[src/hw/rv32i_fetch_pkg.sv]
`default_nettype none

package rv32i_fetch_pkg;

    localparam int line_width_c     = 256;
    localparam int beat_width_c     = 64;
    localparam int beats_per_line_c = line_width_c / beat_width_c;

    // base opcodes of rv32i
    typedef enum logic [6:0] {
        op_b_lui   = 7'b0110111,
        op_b_auipc = 7'b0010111,
        op_b_imm   = 7'b0010011,
        op_b_reg   = 7'b0110011,
        op_b_br    = 7'b1100011,
        op_b_jal   = 7'b1101111,
        op_b_jalr  = 7'b1100111,
        op_b_load  = 7'b0000011,
        op_b_store = 7'b0100011
    } rv32i_opcode_e;

    // operation type as seen by the reorder buffer
    typedef enum logic [1:0] {
        op_int     = 2'd0,
        op_br      = 2'd1,
        op_mem     = 2'd2,
        op_illegal = 2'd3
    } op_type_e;

    function automatic op_type_e classify_opcode(input logic [6:0] opcode);
        case (opcode)
            op_b_lui, op_b_auipc, op_b_imm, op_b_reg: return op_int;
            op_b_br, op_b_jal, op_b_jalr:            return op_br;
            op_b_load, op_b_store:                   return op_mem;
            default:                                 return op_illegal;
        endcase
    endfunction

endpackage

`default_nettype wire

[src/hw/burst_deserializer.sv]
`timescale 1ns/1ps
`default_nettype none

module burst_deserializer (
    input  logic                                     clk,
    input  logic                                     rst,
    input  logic                                     refill_req_i,
    input  logic [31:0]                              refill_addr_i,
    output logic [rv32i_fetch_pkg::line_width_c-1:0] refill_line_o,
    output logic                                     refill_done_o,
    output logic [31:0]                              bmem_addr_o,
    output logic                                     bmem_read_o,
    input  logic                                     bmem_ready_i,
    input  logic [rv32i_fetch_pkg::beat_width_c-1:0] bmem_rdata_i,
    input  logic                                     bmem_rvalid_i
);
    import rv32i_fetch_pkg::*;

    localparam int cnt_w = $clog2(beats_per_line_c);

    typedef enum logic [1:0] {
        st_idle,
        st_request,
        st_collect
    } state_e;

    state_e                  state_q;
    logic [cnt_w-1:0]        beat_cnt_q;
    logic [line_width_c-1:0] line_q;

    // single-cycle read strobe, only while memory is ready
    assign bmem_read_o   = (state_q == st_request) && bmem_ready_i;
    assign refill_line_o = line_q;

    always_ff @(posedge clk) begin
        if (rst) begin
            state_q       <= st_idle;
            beat_cnt_q    <= '0;
            refill_done_o <= 1'b0;
        end else begin
            refill_done_o <= 1'b0;
            case (state_q)
                st_idle: begin
                    // done still visible means the old request is being retired
                    if (refill_req_i && !refill_done_o) begin
                        state_q <= st_request;
                    end
                end
                st_request: begin
                    if (bmem_ready_i) begin
                        state_q    <= st_collect;
                        beat_cnt_q <= '0;
                    end
                end
                st_collect: begin
                    if (bmem_rvalid_i) begin
                        beat_cnt_q <= beat_cnt_q + 1'b1;
                        if (beat_cnt_q == cnt_w'(beats_per_line_c - 1)) begin
                            state_q       <= st_idle;
                            refill_done_o <= 1'b1;
                        end
                    end
                end
                default: state_q <= st_idle;
            endcase
        end
    end

    // payload, no reset
    always_ff @(posedge clk) begin
        if (state_q == st_idle && refill_req_i) begin
            bmem_addr_o <= {refill_addr_i[31:5], 5'b0};
        end
        if (state_q == st_collect && bmem_rvalid_i) begin
            line_q[beat_cnt_q*beat_width_c +: beat_width_c] <= bmem_rdata_i;
        end
    end

    // beats only come back for a read that was issued
    assert property (@(posedge clk) disable iff (rst)
        !(state_q == st_idle && bmem_rvalid_i))
        else $error("burst beat while deserializer idle");

endmodule

`default_nettype wire

[src/hw/decode_classify.sv]
`timescale 1ns/1ps
`default_nettype none

module decode_classify (
    input  logic                       clk,
    input  logic                       rst,
    input  logic                       flush_i,
    input  logic                       empty_i,
    output logic                       deq_o,
    input  logic [31:0]                pc_i,
    input  logic [31:0]                inst_i,
    output logic                       dec_valid_o,
    input  logic                       dec_ready_i,
    output logic [31:0]                dec_pc_o,
    output logic [31:0]                dec_inst_o,
    output rv32i_fetch_pkg::op_type_e  dec_op_type_o,
    output logic [4:0]                 dec_rd_o,
    output logic [4:0]                 dec_rs1_o,
    output logic [4:0]                 dec_rs2_o
);
    import rv32i_fetch_pkg::*;

    // take a word when the output register is free or being taken
    assign deq_o = !empty_i && (!dec_valid_o || dec_ready_i);

    always_ff @(posedge clk) begin
        if (rst || flush_i) begin
            dec_valid_o <= 1'b0;
        end else if (deq_o) begin
            dec_valid_o <= 1'b1;
        end else if (dec_ready_i) begin
            dec_valid_o <= 1'b0;
        end
    end

    always_ff @(posedge clk) begin
        if (deq_o) begin
            dec_pc_o      <= pc_i;
            dec_inst_o    <= inst_i;
            dec_op_type_o <= classify_opcode(inst_i[6:0]);
            dec_rd_o      <= inst_i[11:7];
            dec_rs1_o     <= inst_i[19:15];
            dec_rs2_o     <= inst_i[24:20];
        end
    end

endmodule

`default_nettype wire

[src/hw/fetch_ctrl.sv]
`timescale 1ns/1ps
`default_nettype none

module fetch_ctrl #(
    parameter logic [31:0] RESET_PC = 32'haaaaa000
) (
    input  logic                                     clk,
    input  logic                                     rst,
    input  logic                                     redirect_valid_i,
    input  logic [31:0]                              redirect_pc_i,
    output logic                                     cache_req_o,
    output logic [31:0]                              cache_addr_o,
    input  logic [rv32i_fetch_pkg::line_width_c-1:0] cache_line_i,
    input  logic                                     cache_resp_i,
    input  logic                                     full_i,
    output logic                                     enq_o,
    output logic [31:0]                              enq_pc_o,
    output logic [31:0]                              enq_inst_o
);
    import rv32i_fetch_pkg::*;

    logic [31:0] pc_q;

    // one-line buffer
    logic                    lb_valid_q;
    logic [31:5]             lb_tag_q;
    logic [line_width_c-1:0] lb_line_q;
    logic                    lb_hit;

    logic        req_q;
    logic [31:0] req_addr_q;
    // response of a request issued before a redirect
    logic        drop_q;

    assign lb_hit = lb_valid_q && (lb_tag_q == pc_q[31:5]);

    // words leave only from the line buffer, one per cycle
    assign enq_o      = lb_hit && !full_i;
    assign enq_pc_o   = pc_q;
    assign enq_inst_o = lb_line_q[{pc_q[4:2], 5'b0} +: 32];

    assign cache_req_o  = req_q;
    assign cache_addr_o = req_addr_q;

    always_ff @(posedge clk) begin
        if (rst) begin
            pc_q       <= RESET_PC;
            lb_valid_q <= 1'b0;
            req_q      <= 1'b0;
            drop_q     <= 1'b0;
        end else begin
            if (req_q && cache_resp_i) begin
                req_q  <= 1'b0;
                drop_q <= 1'b0;
                if (!drop_q && !redirect_valid_i) begin
                    lb_valid_q <= 1'b1;
                end
            end else if (!req_q && !lb_hit && !redirect_valid_i) begin
                req_q <= 1'b1;
            end

            if (redirect_valid_i) begin
                pc_q <= redirect_pc_i;
                if (req_q && !cache_resp_i) begin
                    drop_q <= 1'b1;
                end
            end else if (enq_o) begin
                pc_q <= pc_q + 32'd4;
            end
        end
    end

    // line and address payload
    always_ff @(posedge clk) begin
        if (req_q && cache_resp_i && !drop_q && !redirect_valid_i) begin
            lb_line_q <= cache_line_i;
            lb_tag_q  <= req_addr_q[31:5];
        end
        if (!req_q && !lb_hit) begin
            req_addr_q <= {pc_q[31:5], 5'b0};
        end
    end

    // the cache only answers a request that is outstanding
    assert property (@(posedge clk) disable iff (rst)
        cache_resp_i |-> cache_req_o)
        else $error("cache response without an outstanding request");

endmodule

`default_nettype wire

[src/hw/fetch_frontend.sv]
`timescale 1ns/1ps
`default_nettype none

module fetch_frontend #(
    parameter logic [31:0] RESET_PC    = 32'haaaaa000,
    parameter int          NUM_SETS    = 8,
    parameter int          QUEUE_DEPTH = 8
) (
    input  logic                                     clk,
    input  logic                                     rst,
    input  logic                                     redirect_valid_i,
    input  logic [31:0]                              redirect_pc_i,
    output logic [31:0]                              bmem_addr_o,
    output logic                                     bmem_read_o,
    input  logic                                     bmem_ready_i,
    input  logic [rv32i_fetch_pkg::beat_width_c-1:0] bmem_rdata_i,
    input  logic                                     bmem_rvalid_i,
    output logic                                     dec_valid_o,
    input  logic                                     dec_ready_i,
    output logic [31:0]                              dec_pc_o,
    output logic [31:0]                              dec_inst_o,
    output rv32i_fetch_pkg::op_type_e                dec_op_type_o,
    output logic [4:0]                               dec_rd_o,
    output logic [4:0]                               dec_rs1_o,
    output logic [4:0]                               dec_rs2_o
);
    import rv32i_fetch_pkg::*;

    // fetch_ctrl to icache
    logic                    cache_req;
    logic [31:0]             cache_addr;
    logic [line_width_c-1:0] cache_line;
    logic                    cache_resp;

    // icache to deserializer
    logic                    refill_req;
    logic [31:0]             refill_addr;
    logic [line_width_c-1:0] refill_line;
    logic                    refill_done;

    // queue links
    logic        enq;
    logic [31:0] enq_pc;
    logic [31:0] enq_inst;
    logic        full;
    logic        deq;
    logic [31:0] deq_pc;
    logic [31:0] deq_inst;
    logic        empty;

    fetch_ctrl #(
        .RESET_PC (RESET_PC)
    ) fetch_ctrl_inst (
        .clk              (clk),
        .rst              (rst),
        .redirect_valid_i (redirect_valid_i),
        .redirect_pc_i    (redirect_pc_i),
        .cache_req_o      (cache_req),
        .cache_addr_o     (cache_addr),
        .cache_line_i     (cache_line),
        .cache_resp_i     (cache_resp),
        .full_i           (full),
        .enq_o            (enq),
        .enq_pc_o         (enq_pc),
        .enq_inst_o       (enq_inst)
    );

    icache #(
        .NUM_SETS (NUM_SETS)
    ) icache_inst (
        .clk           (clk),
        .rst           (rst),
        .cache_req_i   (cache_req),
        .cache_addr_i  (cache_addr),
        .cache_line_o  (cache_line),
        .cache_resp_o  (cache_resp),
        .refill_req_o  (refill_req),
        .refill_addr_o (refill_addr),
        .refill_line_i (refill_line),
        .refill_done_i (refill_done)
    );

    burst_deserializer burst_deserializer_inst (
        .clk           (clk),
        .rst           (rst),
        .refill_req_i  (refill_req),
        .refill_addr_i (refill_addr),
        .refill_line_o (refill_line),
        .refill_done_o (refill_done),
        .bmem_addr_o   (bmem_addr_o),
        .bmem_read_o   (bmem_read_o),
        .bmem_ready_i  (bmem_ready_i),
        .bmem_rdata_i  (bmem_rdata_i),
        .bmem_rvalid_i (bmem_rvalid_i)
    );

    // redirect flushes both queue and decode
    instr_queue #(
        .QUEUE_DEPTH (QUEUE_DEPTH)
    ) instr_queue_inst (
        .clk        (clk),
        .rst        (rst),
        .flush_i    (redirect_valid_i),
        .enq_i      (enq),
        .enq_pc_i   (enq_pc),
        .enq_inst_i (enq_inst),
        .full_o     (full),
        .deq_i      (deq),
        .deq_pc_o   (deq_pc),
        .deq_inst_o (deq_inst),
        .empty_o    (empty)
    );

    decode_classify decode_classify_inst (
        .clk           (clk),
        .rst           (rst),
        .flush_i       (redirect_valid_i),
        .empty_i       (empty),
        .deq_o         (deq),
        .pc_i          (deq_pc),
        .inst_i        (deq_inst),
        .dec_valid_o   (dec_valid_o),
        .dec_ready_i   (dec_ready_i),
        .dec_pc_o      (dec_pc_o),
        .dec_inst_o    (dec_inst_o),
        .dec_op_type_o (dec_op_type_o),
        .dec_rd_o      (dec_rd_o),
        .dec_rs1_o     (dec_rs1_o),
        .dec_rs2_o     (dec_rs2_o)
    );

endmodule

`default_nettype wire

[src/hw/icache.sv]
`timescale 1ns/1ps
`default_nettype none

module icache #(
    parameter int NUM_SETS = 8
) (
    input  logic                                     clk,
    input  logic                                     rst,
    input  logic                                     cache_req_i,
    input  logic [31:0]                              cache_addr_i,
    output logic [rv32i_fetch_pkg::line_width_c-1:0] cache_line_o,
    output logic                                     cache_resp_o,
    output logic                                     refill_req_o,
    output logic [31:0]                              refill_addr_o,
    input  logic [rv32i_fetch_pkg::line_width_c-1:0] refill_line_i,
    input  logic                                     refill_done_i
);
    import rv32i_fetch_pkg::*;

    localparam int offset_w = $clog2(line_width_c / 8);
    localparam int idx_w    = $clog2(NUM_SETS);
    localparam int tag_w    = 32 - offset_w - idx_w;

    typedef enum logic [1:0] {
        st_idle,
        st_compare,
        st_refill
    } state_e;

    state_e state_q;
    logic [31:0] addr_q;

    logic [line_width_c-1:0] data_arr [NUM_SETS];
    logic [tag_w-1:0]        tag_arr  [NUM_SETS];
    logic [NUM_SETS-1:0]     valid_q;

    logic [idx_w-1:0] idx;
    logic [tag_w-1:0] tag;
    logic             hit;

    assign idx = addr_q[offset_w +: idx_w];
    assign tag = addr_q[31 -: tag_w];
    assign hit = valid_q[idx] && (tag_arr[idx] == tag);

    // response comes straight out of the compare cycle
    assign cache_resp_o  = (state_q == st_compare) && hit;
    assign cache_line_o  = data_arr[idx];
    assign refill_req_o  = (state_q == st_refill);
    assign refill_addr_o = {addr_q[31:offset_w], {offset_w{1'b0}}};

    always_ff @(posedge clk) begin
        if (rst) begin
            state_q <= st_idle;
            valid_q <= '0;
        end else begin
            case (state_q)
                st_idle: begin
                    if (cache_req_i) begin
                        state_q <= st_compare;
                    end
                end
                st_compare: begin
                    state_q <= hit ? st_idle : st_refill;
                end
                st_refill: begin
                    if (refill_done_i) begin
                        // line installed, compare again to answer
                        valid_q[idx] <= 1'b1;
                        state_q      <= st_compare;
                    end
                end
                default: state_q <= st_idle;
            endcase
        end
    end

    always_ff @(posedge clk) begin
        if (state_q == st_idle && cache_req_i) begin
            addr_q <= cache_addr_i;
        end
        if (state_q == st_refill && refill_done_i) begin
            data_arr[idx] <= refill_line_i;
            tag_arr[idx]  <= tag;
        end
    end

    // the deserializer only finishes a refill that was asked for
    assert property (@(posedge clk) disable iff (rst)
        refill_done_i |-> refill_req_o)
        else $error("refill done without a refill request");

endmodule

`default_nettype wire

[src/hw/instr_queue.sv]
`timescale 1ns/1ps
`default_nettype none

module instr_queue #(
    parameter int QUEUE_DEPTH = 8
) (
    input  logic        clk,
    input  logic        rst,
    input  logic        flush_i,
    input  logic        enq_i,
    input  logic [31:0] enq_pc_i,
    input  logic [31:0] enq_inst_i,
    output logic        full_o,
    input  logic        deq_i,
    output logic [31:0] deq_pc_o,
    output logic [31:0] deq_inst_o,
    output logic        empty_o
);
    localparam int ptr_w = $clog2(QUEUE_DEPTH);

    // extra msb tells full from empty
    logic [ptr_w:0] head_q;
    logic [ptr_w:0] tail_q;

    logic [31:0] pc_mem   [QUEUE_DEPTH];
    logic [31:0] inst_mem [QUEUE_DEPTH];

    assign empty_o = (head_q == tail_q);
    assign full_o  = (head_q[ptr_w] != tail_q[ptr_w]) &&
                     (head_q[ptr_w-1:0] == tail_q[ptr_w-1:0]);

    // head entry shows without a read cycle
    assign deq_pc_o   = pc_mem[head_q[ptr_w-1:0]];
    assign deq_inst_o = inst_mem[head_q[ptr_w-1:0]];

    always_ff @(posedge clk) begin
        if (rst || flush_i) begin
            head_q <= '0;
            tail_q <= '0;
        end else begin
            if (enq_i) begin
                tail_q <= tail_q + 1'b1;
            end
            if (deq_i) begin
                head_q <= head_q + 1'b1;
            end
        end
    end

    always_ff @(posedge clk) begin
        if (enq_i) begin
            pc_mem[tail_q[ptr_w-1:0]]   <= enq_pc_i;
            inst_mem[tail_q[ptr_w-1:0]] <= enq_inst_i;
        end
    end

    assert property (@(posedge clk) disable iff (rst)
        enq_i |-> !full_o)
        else $error("enqueue into full instruction queue");

    assert property (@(posedge clk) disable iff (rst)
        deq_i |-> !empty_o)
        else $error("dequeue from empty instruction queue");

endmodule

`default_nettype wire

[config.mk]
export PLATFORM = sky130hd
export DESIGN_NAME = fetch_frontend
export DESIGN_NICKNAME = d
export VERILOG_FILES = /design/src/hw/rv32i_fetch_pkg.sv /design/src/hw/burst_deserializer.sv /design/src/hw/decode_classify.sv /design/src/hw/fetch_ctrl.sv /design/src/hw/fetch_frontend.sv /design/src/hw/icache.sv /design/src/hw/instr_queue.sv
export SDC_FILE = /design/constraint.sdc
export NUM_CORES = 2
export LEC_CHECK = 0
export ABC_CLOCK_PERIOD_IN_PS = 86200
export BUFFER_PORTS_ARGS = -buffer_cell sky130_fd_sc_hd__buf_2
export CAP_MARGIN = 20
export CORE_MARGIN = 2
export CORE_UTILIZATION = 42
export DETAILED_ROUTE_END_ITERATION = 8
export GPL_ROUTABILITY_DRIVEN = 0
export SLEW_MARGIN = 20
export SYNTH_ARGS = -nofsm -noshare
export SYNTH_HDL_FRONTEND = slang
export SYNTH_SLANG_ARGS = --single-unit
[constraint.sdc]
create_clock -name clk -period 86.2 [get_ports clk]
set_clock_uncertainty 0.05 [all_clocks]
set_input_delay 8.62 -clock clk [delete_from_list [all_inputs] [get_ports clk]]
set_output_delay 8.62 -clock clk [all_outputs]
set_load 0.05 [all_outputs]
==> run_results.csv <==
group,metric,value,unit
setup_path,cpMaxStageDelayCell,"buf_2",
sta,min_period_over_period,0.210,
setup_path,crit_family,"buffers and inverters",
power_and_ir_drop,ir_drop,0.0000181,V
sta,min_period,18.06,ns
setup_path,reg2reg_slack,79.79,ns
synthesis,synth-async-reset-ratio,0,
synthesis,synth_top_area_share,0.816,
floorplan,die_x,553,um
grt,antenna_found_initial,59,
setup_path,cp_cell_sequence,"buf_2 > nand2_1 > nor2_1 > buf_2",
run_status,status,"finished, final reports clean",
synthesis,synthFlopType,"edfxtp_1",
setup_path,r2r-end,"fetch_ctrl_inst.lb_line_q[203]",
setup_path,endpoint_kind,"primary output",
run,max_cap_viol_count,0,
grt,grt_util_all_layers,0.204,
routing,drc,0,
placed_design,dpl.cell_count,10257,
clock_tree,clockRootBuffer,"clkbuf_16",
floorplan,die-area,0.306,mm^2
clock_tree,clk_latency,0.88,ns
finish,fin_util,0.479,
clock_tree,h-tree-depth,5,
routing,dr.first_iter.drc_count,7804,
setup_path,cp.arrival,9.39,ns
setup_path,crit_type,"in2out",
power_and_ir_drop,pwr-share-seq,0.542,
power_and_ir_drop,switching_power,690,uW
synthesis,synth_edf_count,3438,
finish,finalNonFillerCells,10892,
clock_tree,ctsHoldBuffers,0,
setup_path,worst_ep_required_time,77.53,ns
synthesis,synth_cell_type_count,68,
sta,timing.setup.tns,0,ns
floorplan,num_io_pins,217,
clock_tree,post_cts_buffers,0,
floorplan,fp.dieH,553,um
grt,grt_max_degree,131,
synthesis,synth_area_leaders,"edfxtp_1, a22oi_1, mux4_2",
clock_tree,cts_sinks,3503,
synthesis,postSynthCellCount,6303,
hold_path,hp-start,"fetch_ctrl_inst.cache_addr_o[26]",
setup_path,critPathCapture,"bmem_read_o",
power_and_ir_drop,switching_share,0.200,
sta,fmax,55.4,MHz
synthesis,synth_most_common_cell,"edfxtp_1",
hold_path,hold_class,"reg2reg",
clock_tree,cts_tree,"done",
routing,via_count,63645,
power_and_ir_drop,power_frac_clock,0.432,
placed_design,placed_area,0.133,mm^2
routing,firstDrtPassIters,6,
setup_path,cp.depth,4,
setup_path,startpoint,"bmem_ready_i",
setup_path,path_max_fanout,3,
setup_path,reg2regPathDepth,9,
sta,hold_violations,0,
power_and_ir_drop,power.density,24.0,mW/mm^2
clock_tree,post_cts_resized,0,
sta,layout_setup_ws,68.14,ns
sta,hold_ws,0.402,ns
floorplan,core_area,0.300,mm^2
routing,vias_per_cell,5.84,
synthesis,ys_warn_count,0,
sta,final-setup-viol-count,0,
grt,grt_pass1_wl,456,mm
synthesis,synth_area_per_cell,20.1,um^2
synthesis,synth_area,0.127,mm^2
sta,rsz0062_at_grt,"no",
setup_path,path_buf_inv,2,
placed_design,io_buffers,211,
finish,layout-drive-gt1-share,0.172,
power_and_ir_drop,cellLeakagePower,48.0,nW
routing,wire_per_inst,29.2,um
finish,final_area,0.144,mm^2
synthesis,synthTopCellsByCount,"edfxtp_1, a22oi_1, clkbuf_1",
synthesis,ys_ff_latch,3503,
power_and_ir_drop,total_power,3.44,mW
placed_design,dp_slack,68.12,ns
synthesis,synth_top_cell_by_area,"edfxtp_1",
power_and_ir_drop,p_comb_frac,0.025,
setup_path,critPathLaunchType,"input pin",
clock_tree,clkTransAtPathRegs,0.06,ns
clock_tree,numCtsBuffers,344,
placed_design,hpwl,160,mm
finish,nets,6756,
synthesis,yosysSeqAreaShare,0.826,
floorplan,rows,201,
sta,worst_pin_slew,1.19,ns
setup_path,critPathMaxStageDelay,0.31,ns
grt,overflow,0,
grt,grt_pass1_vias,63628,
routing,ant_nets,0,
clock_tree,clk_path_buf_depth,4,
power_and_ir_drop,p_int,2.75,mW
sta,drv_slew,0,
finish,syn_to_final_growth,13.6,%
routing,drt_wl_total,318,mm
sta,slew_headroom,0.209,
setup_path,critical-path-top-cell-by-count,"buf_2",
floorplan,start_util,0.422,
flip-flops by register name, summed over array words and instances, names as in the netlist, 8 cells and up, named ones only:
| signal | flops |
|---|---|
| burst_deserializer_inst.bmem_addr_o | 27 |
| burst_deserializer_inst.refill_line_o | 256 |
| fetch_ctrl_inst.cache_addr_o | 27 |
| instr_queue_inst.pc_mem | 256 |
| icache_inst.data_arr | 2048 |
| decode_classify_inst.dec_inst_o | 20 |
| fetch_ctrl_inst.lb_line_q | 256 |
| fetch_ctrl_inst.enq_pc_o | 32 |
| icache_inst.tag_arr | 192 |
| icache_inst.valid_q | 8 |
| instr_queue_inst.inst_mem | 256 |
| decode_classify_inst.dec_pc_o | 32 |
| icache_inst.addr_q | 27 |
| fetch_ctrl_inst.lb_tag_q | 27 |
power groups by stage:
stage	registers (mW)	logic, mW	clock network (mW)
2_1_floorplan	1.90	0.0475	0
3_3_place_gp	1.90	0.0858	0
3_5_place_dp	1.90	0.0867	0
4_1_cts	1.87	0.0869	1.51
5_1_grt	1.87	0.0916	1.57
6_report	1.87	0.0871	1.49
layout make-up:
cell class                      instances  area, um^2
Antenna cell                           27        67.6
Clock buffer                          439        9230
Clock inverter                        169        1860
Fill cell                           24444      156000
Inverter                               21        88.8
Multi-Input combinational cell       2411       20600
Sequential cell                      3503      105000
Tap cell                             3958        4950
Timing Repair Buffer                  364        2350
worst min-delay path by stage:
stage | to | slack, ns | depth (start not counted)
3_3_place_gp | fetch_ctrl_inst.lb_tag_q[10] | 0.38 | 0
3_5_place_dp | icache_inst.addr_q[11] | 0.39 | 0
2_1_floorplan | fetch_ctrl_inst.lb_tag_q[10] | 0.37 | 0
5_1_grt | icache_inst.addr_q[22] | 0.40 | 0
4_1_cts | icache_inst.addr_q[22] | 0.40 | 0
6_report | icache_inst.addr_q[26] | 0.40 | 0
cells in the final DEF, fill, tap and decap left out, types with 11 or more instances in the layout:
cell type	netlist	routed
nand4_1	277	277
buf_2	21	211
diode_2	0	27
nor2_1	59	55
clkinv_1	1	58
a21oi_1	22	21
buf_4	25	141
nand3_1	15	15
buf_12	0	11
clkbuf_16	0	354
mux2_2	66	66
clkbuf_1	282	80
inv_1	19	18
and2_1	266	262
xnor2_1	46	46
clkinv_2	0	51
xor2_1	23	23
edfxtp_1	3438	3438
a22oi_1	1042	1042
nor3_1	35	25
nand2_1	128	128
and3_1	16	11
mux2i_1	66	66
a211oi_1	19	19
mux4_2	219	219
nor3_2	6	15
dfxtp_1	65	53
bufinv_16	0	39
logic make-up (layout without fill, tap and decap cells):
| family | count (synthesis) | count (layout) | synth area share |
|---|---|---|---|
| other | 1 | 32 | 0.0000296 |
| xor gates and xnor gates | 69 | 69 | 0.00478 |
| muxes | 351 | 351 | 0.0501 |
| adders and majority gates | 9 | 9 | 0.000890 |
| buffers and inverters | 393 | 993 | 0.0127 |
| and+or+nand+nor | 855 | 855 | 0.0390 |
| AOI/OAI and AO/OA | 1122 | 1122 | 0.0663 |
| DFF | 3503 | 3503 | 0.826 |
metal layers:
metal,up-vias,share of wire,global-route usage
li1,26862,-,-
met1,33473,0.43,0.297
met2,2796,0.47,0.322
met3,492,0.086,0.0350
met4,22,0.020,0.0463
met5,-,0.00047,0
Power figures use the tool's default switching activity.
